--- src/design/mipsPkg.sv ---
// Shared widths, instruction and ALU encodings, forwarding selects
// and the pipeline register records of the five-stage core
package mipsPkg;

	// Machine word and register file geometry
	localparam int DataWidth = 32;
	localparam int RegAddrWidth = 5;
	localparam int NumRegs = 32;

	// Primary opcode field, bits 31:26
	typedef enum logic [5:0] {
		opRType = 6'h00,
		opAddi  = 6'h08,
		opLw    = 6'h23,
		opSw    = 6'h2b
	} opcodeE;

	// R-type function field, bits 5:0
	typedef enum logic [5:0] {
		fnAdd = 6'h20,
		fnSub = 6'h22,
		fnAnd = 6'h24,
		fnOr  = 6'h25,
		fnSlt = 6'h2a
	} functE;

	// Operation applied by the execute stage ALU
	typedef enum logic [2:0] {
		aluAdd = 3'd0,
		aluSub = 3'd1,
		aluAnd = 3'd2,
		aluOr  = 3'd3,
		aluSlt = 3'd4
	} aluOpE;

	// Operand source picked in execute
	typedef enum logic [1:0] {
		fwdReg = 2'd0,
		fwdMem = 2'd1,
		fwdWb  = 2'd2
	} fwdSelE;

	// Decoded control, all zero for a bubble
	typedef struct packed {
		logic regWrite;
		logic memRead;
		logic memWrite;
		logic memToReg;
		logic aluSrc;
		aluOpE aluOp;
	} ctrlT;

	// ID/EX record
	typedef struct packed {
		logic valid;
		ctrlT ctrl;
		logic [DataWidth-1:0] readData1;
		logic [DataWidth-1:0] readData2;
		logic [DataWidth-1:0] imm;
		logic [RegAddrWidth-1:0] rs;
		logic [RegAddrWidth-1:0] rt;
		logic [RegAddrWidth-1:0] dest;
	} idExT;

	// EX/MEM record
	typedef struct packed {
		logic valid;
		ctrlT ctrl;
		logic [DataWidth-1:0] aluResult;
		logic [DataWidth-1:0] storeData;
		logic [RegAddrWidth-1:0] dest;
	} exMemT;

	// MEM/WB record
	typedef struct packed {
		logic valid;
		logic regWrite;
		logic memToReg;
		logic [DataWidth-1:0] aluResult;
		logic [DataWidth-1:0] loadData;
		logic [RegAddrWidth-1:0] dest;
	} memWbT;

	// Register write report
	typedef struct packed {
		logic valid;
		logic [RegAddrWidth-1:0] regAddr;
		logic [DataWidth-1:0] data;
	} wbT;

endpackage

--- src/design/decodeStage.sv ---
// Register file with write bypass, control decode and ID/EX register
`timescale 1ns/100ps

module decodeStage (
	input logic Clk,
	input logic rst,
	input logic stall,
	input logic [mipsPkg::DataWidth-1:0] ifIdInstr,
	input mipsPkg::wbT wb,
	output mipsPkg::idExT idEx
);

	// Instruction fields
	mipsPkg::opcodeE opcode;
	mipsPkg::functE funct;
	logic [mipsPkg::RegAddrWidth-1:0] rs;
	logic [mipsPkg::RegAddrWidth-1:0] rt;
	logic [mipsPkg::RegAddrWidth-1:0] rd;
	logic [mipsPkg::RegAddrWidth-1:0] dest;
	logic [mipsPkg::DataWidth-1:0] imm;

	// Register file and its read ports
	logic [mipsPkg::DataWidth-1:0] regs [mipsPkg::NumRegs];
	logic [mipsPkg::DataWidth-1:0] readData1;
	logic [mipsPkg::DataWidth-1:0] readData2;

	// Decoded control
	mipsPkg::ctrlT ctrl;
	logic known;

	assign opcode = mipsPkg::opcodeE'(ifIdInstr[31:26]);
	assign funct = mipsPkg::functE'(ifIdInstr[5:0]);
	assign rs = ifIdInstr[25:21];
	assign rt = ifIdInstr[20:16];
	assign rd = ifIdInstr[15:11];
	assign imm = {{(mipsPkg::DataWidth-16){ifIdInstr[15]}}, ifIdInstr[15:0]};

	// rd for R-type, rt for immediate forms
	assign dest = (opcode == mipsPkg::opRType) ? rd : rt;

	// Writeback port, r0 is never written
	always_ff @(posedge Clk) begin
		if (rst) begin
			for (int i = 0; i < mipsPkg::NumRegs; i++) begin
				regs[i] <= '0;
			end
		end else if (wb.valid) begin
			regs[wb.regAddr] <= wb.data;
		end
	end

	// Same-cycle writeback goes straight to the reads
	assign readData1 = (wb.valid && wb.regAddr == rs) ? wb.data : regs[rs];
	assign readData2 = (wb.valid && wb.regAddr == rt) ? wb.data : regs[rt];

	// Control decode
	// Unknown opcodes and functions leave control at zero
	always_comb begin
		ctrl = '0;
		known = 1'b0;
		case (opcode)
			mipsPkg::opRType: begin
				known = 1'b1;
				ctrl.regWrite = 1'b1;
				case (funct)
					mipsPkg::fnAdd: ctrl.aluOp = mipsPkg::aluAdd;
					mipsPkg::fnSub: ctrl.aluOp = mipsPkg::aluSub;
					mipsPkg::fnAnd: ctrl.aluOp = mipsPkg::aluAnd;
					mipsPkg::fnOr: ctrl.aluOp = mipsPkg::aluOr;
					mipsPkg::fnSlt: ctrl.aluOp = mipsPkg::aluSlt;
					default: begin
						// Includes the all-zero word
						known = 1'b0;
						ctrl.regWrite = 1'b0;
					end
				endcase
			end
			mipsPkg::opAddi: begin
				known = 1'b1;
				ctrl.regWrite = 1'b1;
				ctrl.aluSrc = 1'b1;
			end
			mipsPkg::opLw: begin
				known = 1'b1;
				ctrl.regWrite = 1'b1;
				ctrl.memRead = 1'b1;
				ctrl.memToReg = 1'b1;
				ctrl.aluSrc = 1'b1;
			end
			mipsPkg::opSw: begin
				known = 1'b1;
				ctrl.memWrite = 1'b1;
				ctrl.aluSrc = 1'b1;
			end
			default: begin
				known = 1'b0;
			end
		endcase
		// Drop writes to r0 here so later stages need no check
		if (dest == '0) begin
			ctrl.regWrite = 1'b0;
		end
	end

	// ID/EX register
	// Stall loads a bubble with zero control
	always_ff @(posedge Clk) begin
		if (rst) begin
			idEx.valid <= 1'b0;
			idEx.ctrl <= '0;
		end else begin
			idEx.valid <= known && !stall;
			idEx.ctrl <= stall ? '0 : ctrl;
		end
		idEx.readData1 <= readData1;
		idEx.readData2 <= readData2;
		idEx.imm <= imm;
		idEx.rs <= rs;
		idEx.rt <= rt;
		idEx.dest <= dest;
	end

endmodule

--- src/design/executeStage.sv ---
// Operand forwarding, ALU source select, ALU and EX/MEM register
`timescale 1ns/100ps

module executeStage (
	input logic Clk,
	input logic rst,
	input mipsPkg::idExT idEx,
	input mipsPkg::fwdSelE fwdA,
	input mipsPkg::fwdSelE fwdB,
	// Read back for the EX/MEM forwarding path
	output mipsPkg::exMemT exMem,
	input mipsPkg::wbT wb
);

	logic [mipsPkg::DataWidth-1:0] opA;
	logic [mipsPkg::DataWidth-1:0] opB;
	logic [mipsPkg::DataWidth-1:0] aluB;
	logic [mipsPkg::DataWidth-1:0] aluResult;
	logic lessThan;

	// rs operand
	always_comb begin
		case (fwdA)
			mipsPkg::fwdMem: opA = exMem.aluResult;
			mipsPkg::fwdWb: opA = wb.data;
			default: opA = idEx.readData1;
		endcase
	end

	// rt operand, also the store data
	always_comb begin
		case (fwdB)
			mipsPkg::fwdMem: opB = exMem.aluResult;
			mipsPkg::fwdWb: opB = wb.data;
			default: opB = idEx.readData2;
		endcase
	end

	// Immediate for addi, lw and sw
	assign aluB = idEx.ctrl.aluSrc ? idEx.imm : opB;

	// Two's complement compare for slt
	assign lessThan = $signed(opA) < $signed(aluB);

	always_comb begin
		case (idEx.ctrl.aluOp)
			mipsPkg::aluAdd: aluResult = opA + aluB;
			mipsPkg::aluSub: aluResult = opA - aluB;
			mipsPkg::aluAnd: aluResult = opA & aluB;
			mipsPkg::aluOr: aluResult = opA | aluB;
			mipsPkg::aluSlt: aluResult = {{(mipsPkg::DataWidth-1){1'b0}}, lessThan};
			default: aluResult = '0;
		endcase
	end

	// EX/MEM register
	always_ff @(posedge Clk) begin
		if (rst) begin
			exMem.valid <= 1'b0;
			exMem.ctrl <= '0;
		end else begin
			exMem.valid <= idEx.valid;
			exMem.ctrl <= idEx.ctrl;
		end
		exMem.aluResult <= aluResult;
		// Forwarded value so a store sees a just-computed register
		exMem.storeData <= opB;
		exMem.dest <= idEx.dest;
	end

endmodule

--- src/design/fetchStage.sv ---
// Program counter and IF/ID instruction register
`timescale 1ns/100ps

module fetchStage (
	input logic Clk,
	input logic rst,
	input logic stall,
	output logic [mipsPkg::DataWidth-1:0] fetchAddr,
	input logic [mipsPkg::DataWidth-1:0] instr,
	output logic [mipsPkg::DataWidth-1:0] ifIdInstr
);

	logic [mipsPkg::DataWidth-1:0] pc;

	// Byte address of the word being fetched
	assign fetchAddr = pc;

	// Straight-line code only, so next PC is always pc + 4
	always_ff @(posedge Clk) begin
		if (rst) begin
			pc <= '0;
			// Zero word decodes as a no-op
			ifIdInstr <= '0;
		end else if (!stall) begin
			pc <= pc + mipsPkg::DataWidth'(4);
			ifIdInstr <= instr;
		end
		// Stall holds both so the dependent instruction is re-decoded
	end

endmodule

--- src/design/hazardUnit.sv ---
// Forwarding selects for execute and load-use stall detection
`timescale 1ns/100ps

module hazardUnit (
	input logic [mipsPkg::DataWidth-1:0] ifIdInstr,
	input mipsPkg::idExT idEx,
	input mipsPkg::exMemT exMem,
	input mipsPkg::wbT wb,
	output logic stall,
	output mipsPkg::fwdSelE fwdA,
	output mipsPkg::fwdSelE fwdB
);

	logic loadInEx;

	// Youngest producer wins, EX/MEM before writeback
	function automatic mipsPkg::fwdSelE pickFwd(
		input logic [mipsPkg::RegAddrWidth-1:0] src,
		input mipsPkg::exMemT memRec,
		input mipsPkg::wbT wbRec
	);
		if (memRec.valid && memRec.ctrl.regWrite && memRec.dest == src) begin
			return mipsPkg::fwdMem;
		end
		// wb.valid already implies regWrite and a nonzero index
		if (wbRec.valid && wbRec.regAddr == src) begin
			return mipsPkg::fwdWb;
		end
		return mipsPkg::fwdReg;
	endfunction

	assign fwdA = pickFwd(idEx.rs, exMem, wb);
	assign fwdB = pickFwd(idEx.rt, exMem, wb);

	// Load result exists only after MEM
	assign loadInEx = idEx.valid && idEx.ctrl.memRead && idEx.ctrl.regWrite;

	// Dependent right behind a load waits one cycle
	// The bubble it creates drops stall on the next cycle
	assign stall = loadInEx &&
		(idEx.dest == ifIdInstr[25:21] || idEx.dest == ifIdInstr[20:16]);

endmodule

--- src/design/memoryStage.sv ---
// Data memory, MEM/WB register and writeback select
`timescale 1ns/100ps

module memoryStage #(
	parameter int DataDepth = 16
) (
	input logic Clk,
	input logic rst,
	input mipsPkg::exMemT exMem,
	output mipsPkg::wbT wb
);

	localparam int IdxWidth = $clog2(DataDepth);

	logic [mipsPkg::DataWidth-1:0] mem [DataDepth];
	logic [IdxWidth-1:0] idx;
	logic [mipsPkg::DataWidth-1:0] loadData;
	mipsPkg::memWbT memWb;

	// Word index from the bits just above the byte offset
	assign idx = exMem.aluResult[IdxWidth+1:2];

	// Store at the clock edge
	always_ff @(posedge Clk) begin
		if (exMem.valid && exMem.ctrl.memWrite) begin
			mem[idx] <= exMem.storeData;
		end
	end

	// Asynchronous read
	assign loadData = mem[idx];

	// MEM/WB register
	always_ff @(posedge Clk) begin
		if (rst) begin
			memWb.valid <= 1'b0;
			memWb.regWrite <= 1'b0;
			memWb.memToReg <= 1'b0;
		end else begin
			memWb.valid <= exMem.valid;
			memWb.regWrite <= exMem.ctrl.regWrite;
			memWb.memToReg <= exMem.ctrl.memToReg;
		end
		memWb.aluResult <= exMem.aluResult;
		memWb.loadData <= loadData;
		memWb.dest <= exMem.dest;
	end

	// Writeback report drives the register file and the core output
	assign wb.valid = memWb.valid && memWb.regWrite;
	assign wb.regAddr = memWb.dest;
	assign wb.data = memWb.memToReg ? memWb.loadData : memWb.aluResult;

endmodule

--- src/design/mipsCore.sv ---
// Five-stage MIPS integer core top level
// Chains fetch, decode, execute and memory with the hazard unit
`timescale 1ns/100ps

module mipsCore #(
	parameter int DataDepth = 16
) (
	input logic Clk,
	input logic rst,
	// Instruction memory lives outside the core
	output logic [mipsPkg::DataWidth-1:0] fetchAddr,
	input logic [mipsPkg::DataWidth-1:0] instr,
	// One pulse per register write
	output mipsPkg::wbT wb
);

	// IF/ID instruction word
	logic [mipsPkg::DataWidth-1:0] ifIdInstr;

	// Stage records
	mipsPkg::idExT idEx;
	mipsPkg::exMemT exMem;

	// Hazard controls
	logic stall;
	mipsPkg::fwdSelE fwdA;
	mipsPkg::fwdSelE fwdB;

	// Program counter and IF/ID
	fetchStage fetch (
		.Clk       (Clk),
		.rst       (rst),
		.stall     (stall),
		.fetchAddr (fetchAddr),
		.instr     (instr),
		.ifIdInstr (ifIdInstr)
	);

	// Register file, control decode, ID/EX
	decodeStage decode (
		.Clk       (Clk),
		.rst       (rst),
		.stall     (stall),
		.ifIdInstr (ifIdInstr),
		.wb        (wb),
		.idEx      (idEx)
	);

	// Forwarding and load-use detection
	hazardUnit hazard (
		.ifIdInstr (ifIdInstr),
		.idEx      (idEx),
		.exMem     (exMem),
		.wb        (wb),
		.stall     (stall),
		.fwdA      (fwdA),
		.fwdB      (fwdB)
	);

	// ALU and EX/MEM
	executeStage execute (
		.Clk   (Clk),
		.rst   (rst),
		.idEx  (idEx),
		.fwdA  (fwdA),
		.fwdB  (fwdB),
		.exMem (exMem),
		.wb    (wb)
	);

	// Data memory, MEM/WB and writeback select
	memoryStage #(
		.DataDepth (DataDepth)
	) memory (
		.Clk   (Clk),
		.rst   (rst),
		.exMem (exMem),
		.wb    (wb)
	);

endmodule

--- config.mk ---
export PLATFORM = sky130hd
export DESIGN_NAME = mipsCore
export DESIGN_NICKNAME = d
export VERILOG_FILES = /design/src/design/mipsPkg.sv /design/src/design/decodeStage.sv /design/src/design/executeStage.sv /design/src/design/fetchStage.sv /design/src/design/hazardUnit.sv /design/src/design/memoryStage.sv /design/src/design/mipsCore.sv
export SDC_FILE = /design/constraint.sdc
export NUM_CORES = 2
export LEC_CHECK = 0
export ABC_AREA = 0
export BUFFER_PORTS_ARGS = -buffer_cell sky130_fd_sc_hd__buf_2
export CAP_MARGIN = 20
export CORE_MARGIN = 8
export CORE_UTILIZATION = 23
export DETAILED_ROUTE_END_ITERATION = 10
export GPL_TIMING_DRIVEN = 1
export PLACE_DENSITY_LB_ADDON = 0.08
export RECOVER_POWER = 100
export SETUP_SLACK_MARGIN = 0.1
export SLEW_MARGIN = 20
export SYNTH_ARGS = -nofsm -noshare
export SYNTH_HDL_FRONTEND = slang
export SYNTH_SLANG_ARGS = --single-unit
--- constraint.sdc ---
create_clock -name Clk -period 6.05 [get_ports Clk]
set_clock_uncertainty 0.1 [all_clocks]
set_input_delay 0.3025 -clock Clk [delete_from_list [all_inputs] [get_ports Clk]]
set_output_delay 0.3025 -clock Clk [all_outputs]
set_load 0.1 [all_outputs]
==> metrics <==
crit-path cells=dlygate4sd3_1 > clkbuf_1 > nor4_1 > buf_4 > nand2_1 > clkbuf_1 > nand2b_2 > clkbuf_4; Internal Power=25,100 µW; Total Routing Usage GR=17.3%; First-pass DRT Iterations=6; Die Area=0.397 mm²; GP Congestion=0.803; Pins Over Slew Limit=2,008; largest net degree at the start of global routing=95; buffers plus inverters on the worst setup path=5; max_slew headroom=-130%; setup tns final=0 ns; Seq cells post-synth=1,856; fin nets=5,955; first-pass GRT wire length=479 mm; # setup viols final=0; Core ar.=0.376 mm²; vias per cell=4.76; clk slew on worst S/H paths=0.07 ns; synth-to-layout area growth=16.4%; cell area after synthesis=0.0868 mm²; Most Frequent Cell on Critical Path=clkbuf_1; WS Path Type=input port to flop; commonest non-fill, non-tap cell in the layout=edfxtp_1; DR DRC count=0; crit-path leading delay family=buffers and inverters; VDD IR max=385 µV; Chip Height=630 µm; PD cells=372 mW/mm²; MaxCap Viol Count=68; Synth top area share=53.1%; combinational share of power=22.5%; initial DRC count=4,586; Clock Latency Late Sink=0.91 ns; Critical Path AT=6.17 ns; slowest CP cell=clkbuf_1; port buffer count=101; initial antenna violation count=22; ys async rst share=0%; # IOs=104; die width=630 µm; Fill cells=38,200; Peak Freq=171 MHz; Num CTS Buffers=223; vias in the first global route=53,800; Area contributors post-synth=edfxtp_1, mux4_2, dfxtp_1; Cell variety after synth=96; CTS tree=built; crit end category=flop; commonest non-fill, non-tap cells in the layout=edfxtp_1, nor2_1, mux4_2, dfxtp_1, clkbuf_16; clock root buffer=clkbuf_16; failing checks=max-capacitance violations, max-slew violations; RSZ-0062 raised after global routing=no; Main synth FF type=edfxtp_1; switch share=33.3%; setup bufs post-CTS=0; Worst Hold Class=input port to flop; layout cells sized above 1=25.5%; Max stage delay on crit path=2.24 ns; overall power=37,600 µW; routed wire length=354 mm; hpwl dp=216 mm; Routed wire per std cell=32.2 µm; crit start category=input port; ANT nets after route=0; Sequential Power Share=41.8%; Worst-Margin Slew=3.45 ns; Starting Density=23.1%; Final Critical Period=5.85 ns; CTS sink cnt=1,856; synth warn=0; H-tree depth=4; NetSw=12,500 µW; Rows=225; leakage power=0.0343 µW; status=complete, but fails checks; Vias=52,300; post-route cell area=0.101 mm²; Placed Area=0.0942 mm²; synthesized netlist cell count=5,742; fin crit share=96.7%; Mean Syn Cell Area=15.1 µm²; clock buffer depth=4; Worst EP required=6.37 ns; Remaining Overflow, GRT=0; EDFF count, synth=1,536; critical path peak fanout=47; cell taking the most area after synthesis=edfxtp_1; Seq/Total Area, Yosys=60.5%; part of the power in the clock network=35.7%; Final Hold Fails=0
path summary, 6_finish.rpt:
check,start,end,slack [ns],depth (start not counted)
setup / recovery,rst,decode.regs[8][27]$_SDFFCE_PN0P_,0.20,8
hold / removal,instr[6],fetch.ifIdInstr[6]$_SDFFE_PP0N_,0.12,4
setup reg to reg,memory.wb[32]$_DFF_P_,execute.exMem[63]$_DFF_P_,0.41,19
hold reg to reg,fetch.ifIdInstr[10]$_SDFFE_PP0N_,decode.idEx[25]$_DFF_P_,0.25,0
synthesized netlist by cell type, types with 6 or more instances:
master	n
o31ai_1	12
nor4_1	15
a21oi_1	143
or3_1	8
dfxtp_1	320
ha_1	101
mux2i_1	105
nand2_1	161
nand4_1	14
a31oi_1	9
nor2b_1	22
mux2_2	114
xnor2_1	46
clkbuf_1	370
xor2_1	45
nor2_1	1246
o21ai_0	113
o21bai_1	6
a21o_1	17
buf_1	65
buf_2	30
buf_4	10
and3_1	11
inv_1	128
nor3_1	39
nand3_1	28
o21a_1	25
buf_6	9
or4_1	6
o22ai_1	8
o211ai_1	7
a211oi_1	23
nand2b_1	46
edfxtp_1	1536
mux4_2	801
logic make-up after synthesis:
logic type | after synthesis | share of synthesized area (%)
DFF | 1856 | 60.5
AOI/OAI and AO/OA | 423 | 3.04
adders and majority gates | 103 | 1.50
buffers and inverters | 622 | 2.91
muxes | 1020 | 23.5
other | 1 | 0.00432
and+or+nand+nor | 1626 | 7.62
xor gates and xnor gates | 91 | 0.918
through the flow:
step / std cells / hold WS, ns / worst slack, ns / util, %
floorplan: 5743 / 0.229 / 1.02 / -
global placement: 10600 / 0.239 / 0.499 / 25.1
global route: 11000 / 0.106 / 0.0982 / 26.9
CTS: 11000 / 0.0360 / 0.482 / 27.1
finish: 11000 / 0.119 / 0.201 / 26.9
detailed placement: 10600 / 0.239 / 0.515 / 25.1
area by class of cell:
type | count | area, µm² | share of cell area (%)
timing repair buffer | 340 | 2300 | 2.28
clock buffer | 301 | 6250 | 6.19
tap | 4994 | 6250 | 6.18
sequential | 1856 | 52600 | 52.0
clock inverter | 98 | 866 | 0.857
multi-input combinational | 3265 | 32300 | 32.0
antenna | 11 | 27.5 | 0.0272
inverter | 132 | 495 | 0.490
state kept, by name, summed over array words and instances (netlist names), named ones only:
register         count
memory.mem         512
fetch.ifIdInstr     32
execute.exMem       73
memory.wb            5
memory.memWb        67
decode.idEx        103
decode.regs       1024
fetch.fetchAddr     30
power by group through the flow:
stage / sequential [µW] / clock, µW / combinational, µW
6_report: 15700 / 13400 / 8440
3_3_place_gp: 16000 / 0 / 8610
3_5_place_dp: 16000 / 0 / 8570
4_1_cts: 15800 / 13800 / 8600
2_1_floorplan: 15200 / 0 / 5380
5_1_grt: 15800 / 14200 / 8850
layer usage:
layer,up-vias,GRT usage (%),share of wire [%]
met3,428,2.68,4.8
met2,1486,29.2,49
li1,22100,-,-
met4,6,4.74,2.8
met5,-,0,0.0079
met1,28300,23.1,44
worst min-delay path, cell delays in order:
cell           delay [ns]
dlygate4sd3_1        0.52
buf_2                0.10
mux2i_1              0.05
nor2_1               0.07
repair_timing:
| action | in CTS | in global routing |
|---|---|---|
| endpoints found under the setup margin | 0 | 1 |
| resized for setup | 0 | 1 |
| hold buffers | 34 | 0 |
| hold endpoints to repair | 44 | 0 |
No activity file was read; power rests on OpenSTA's default activity.
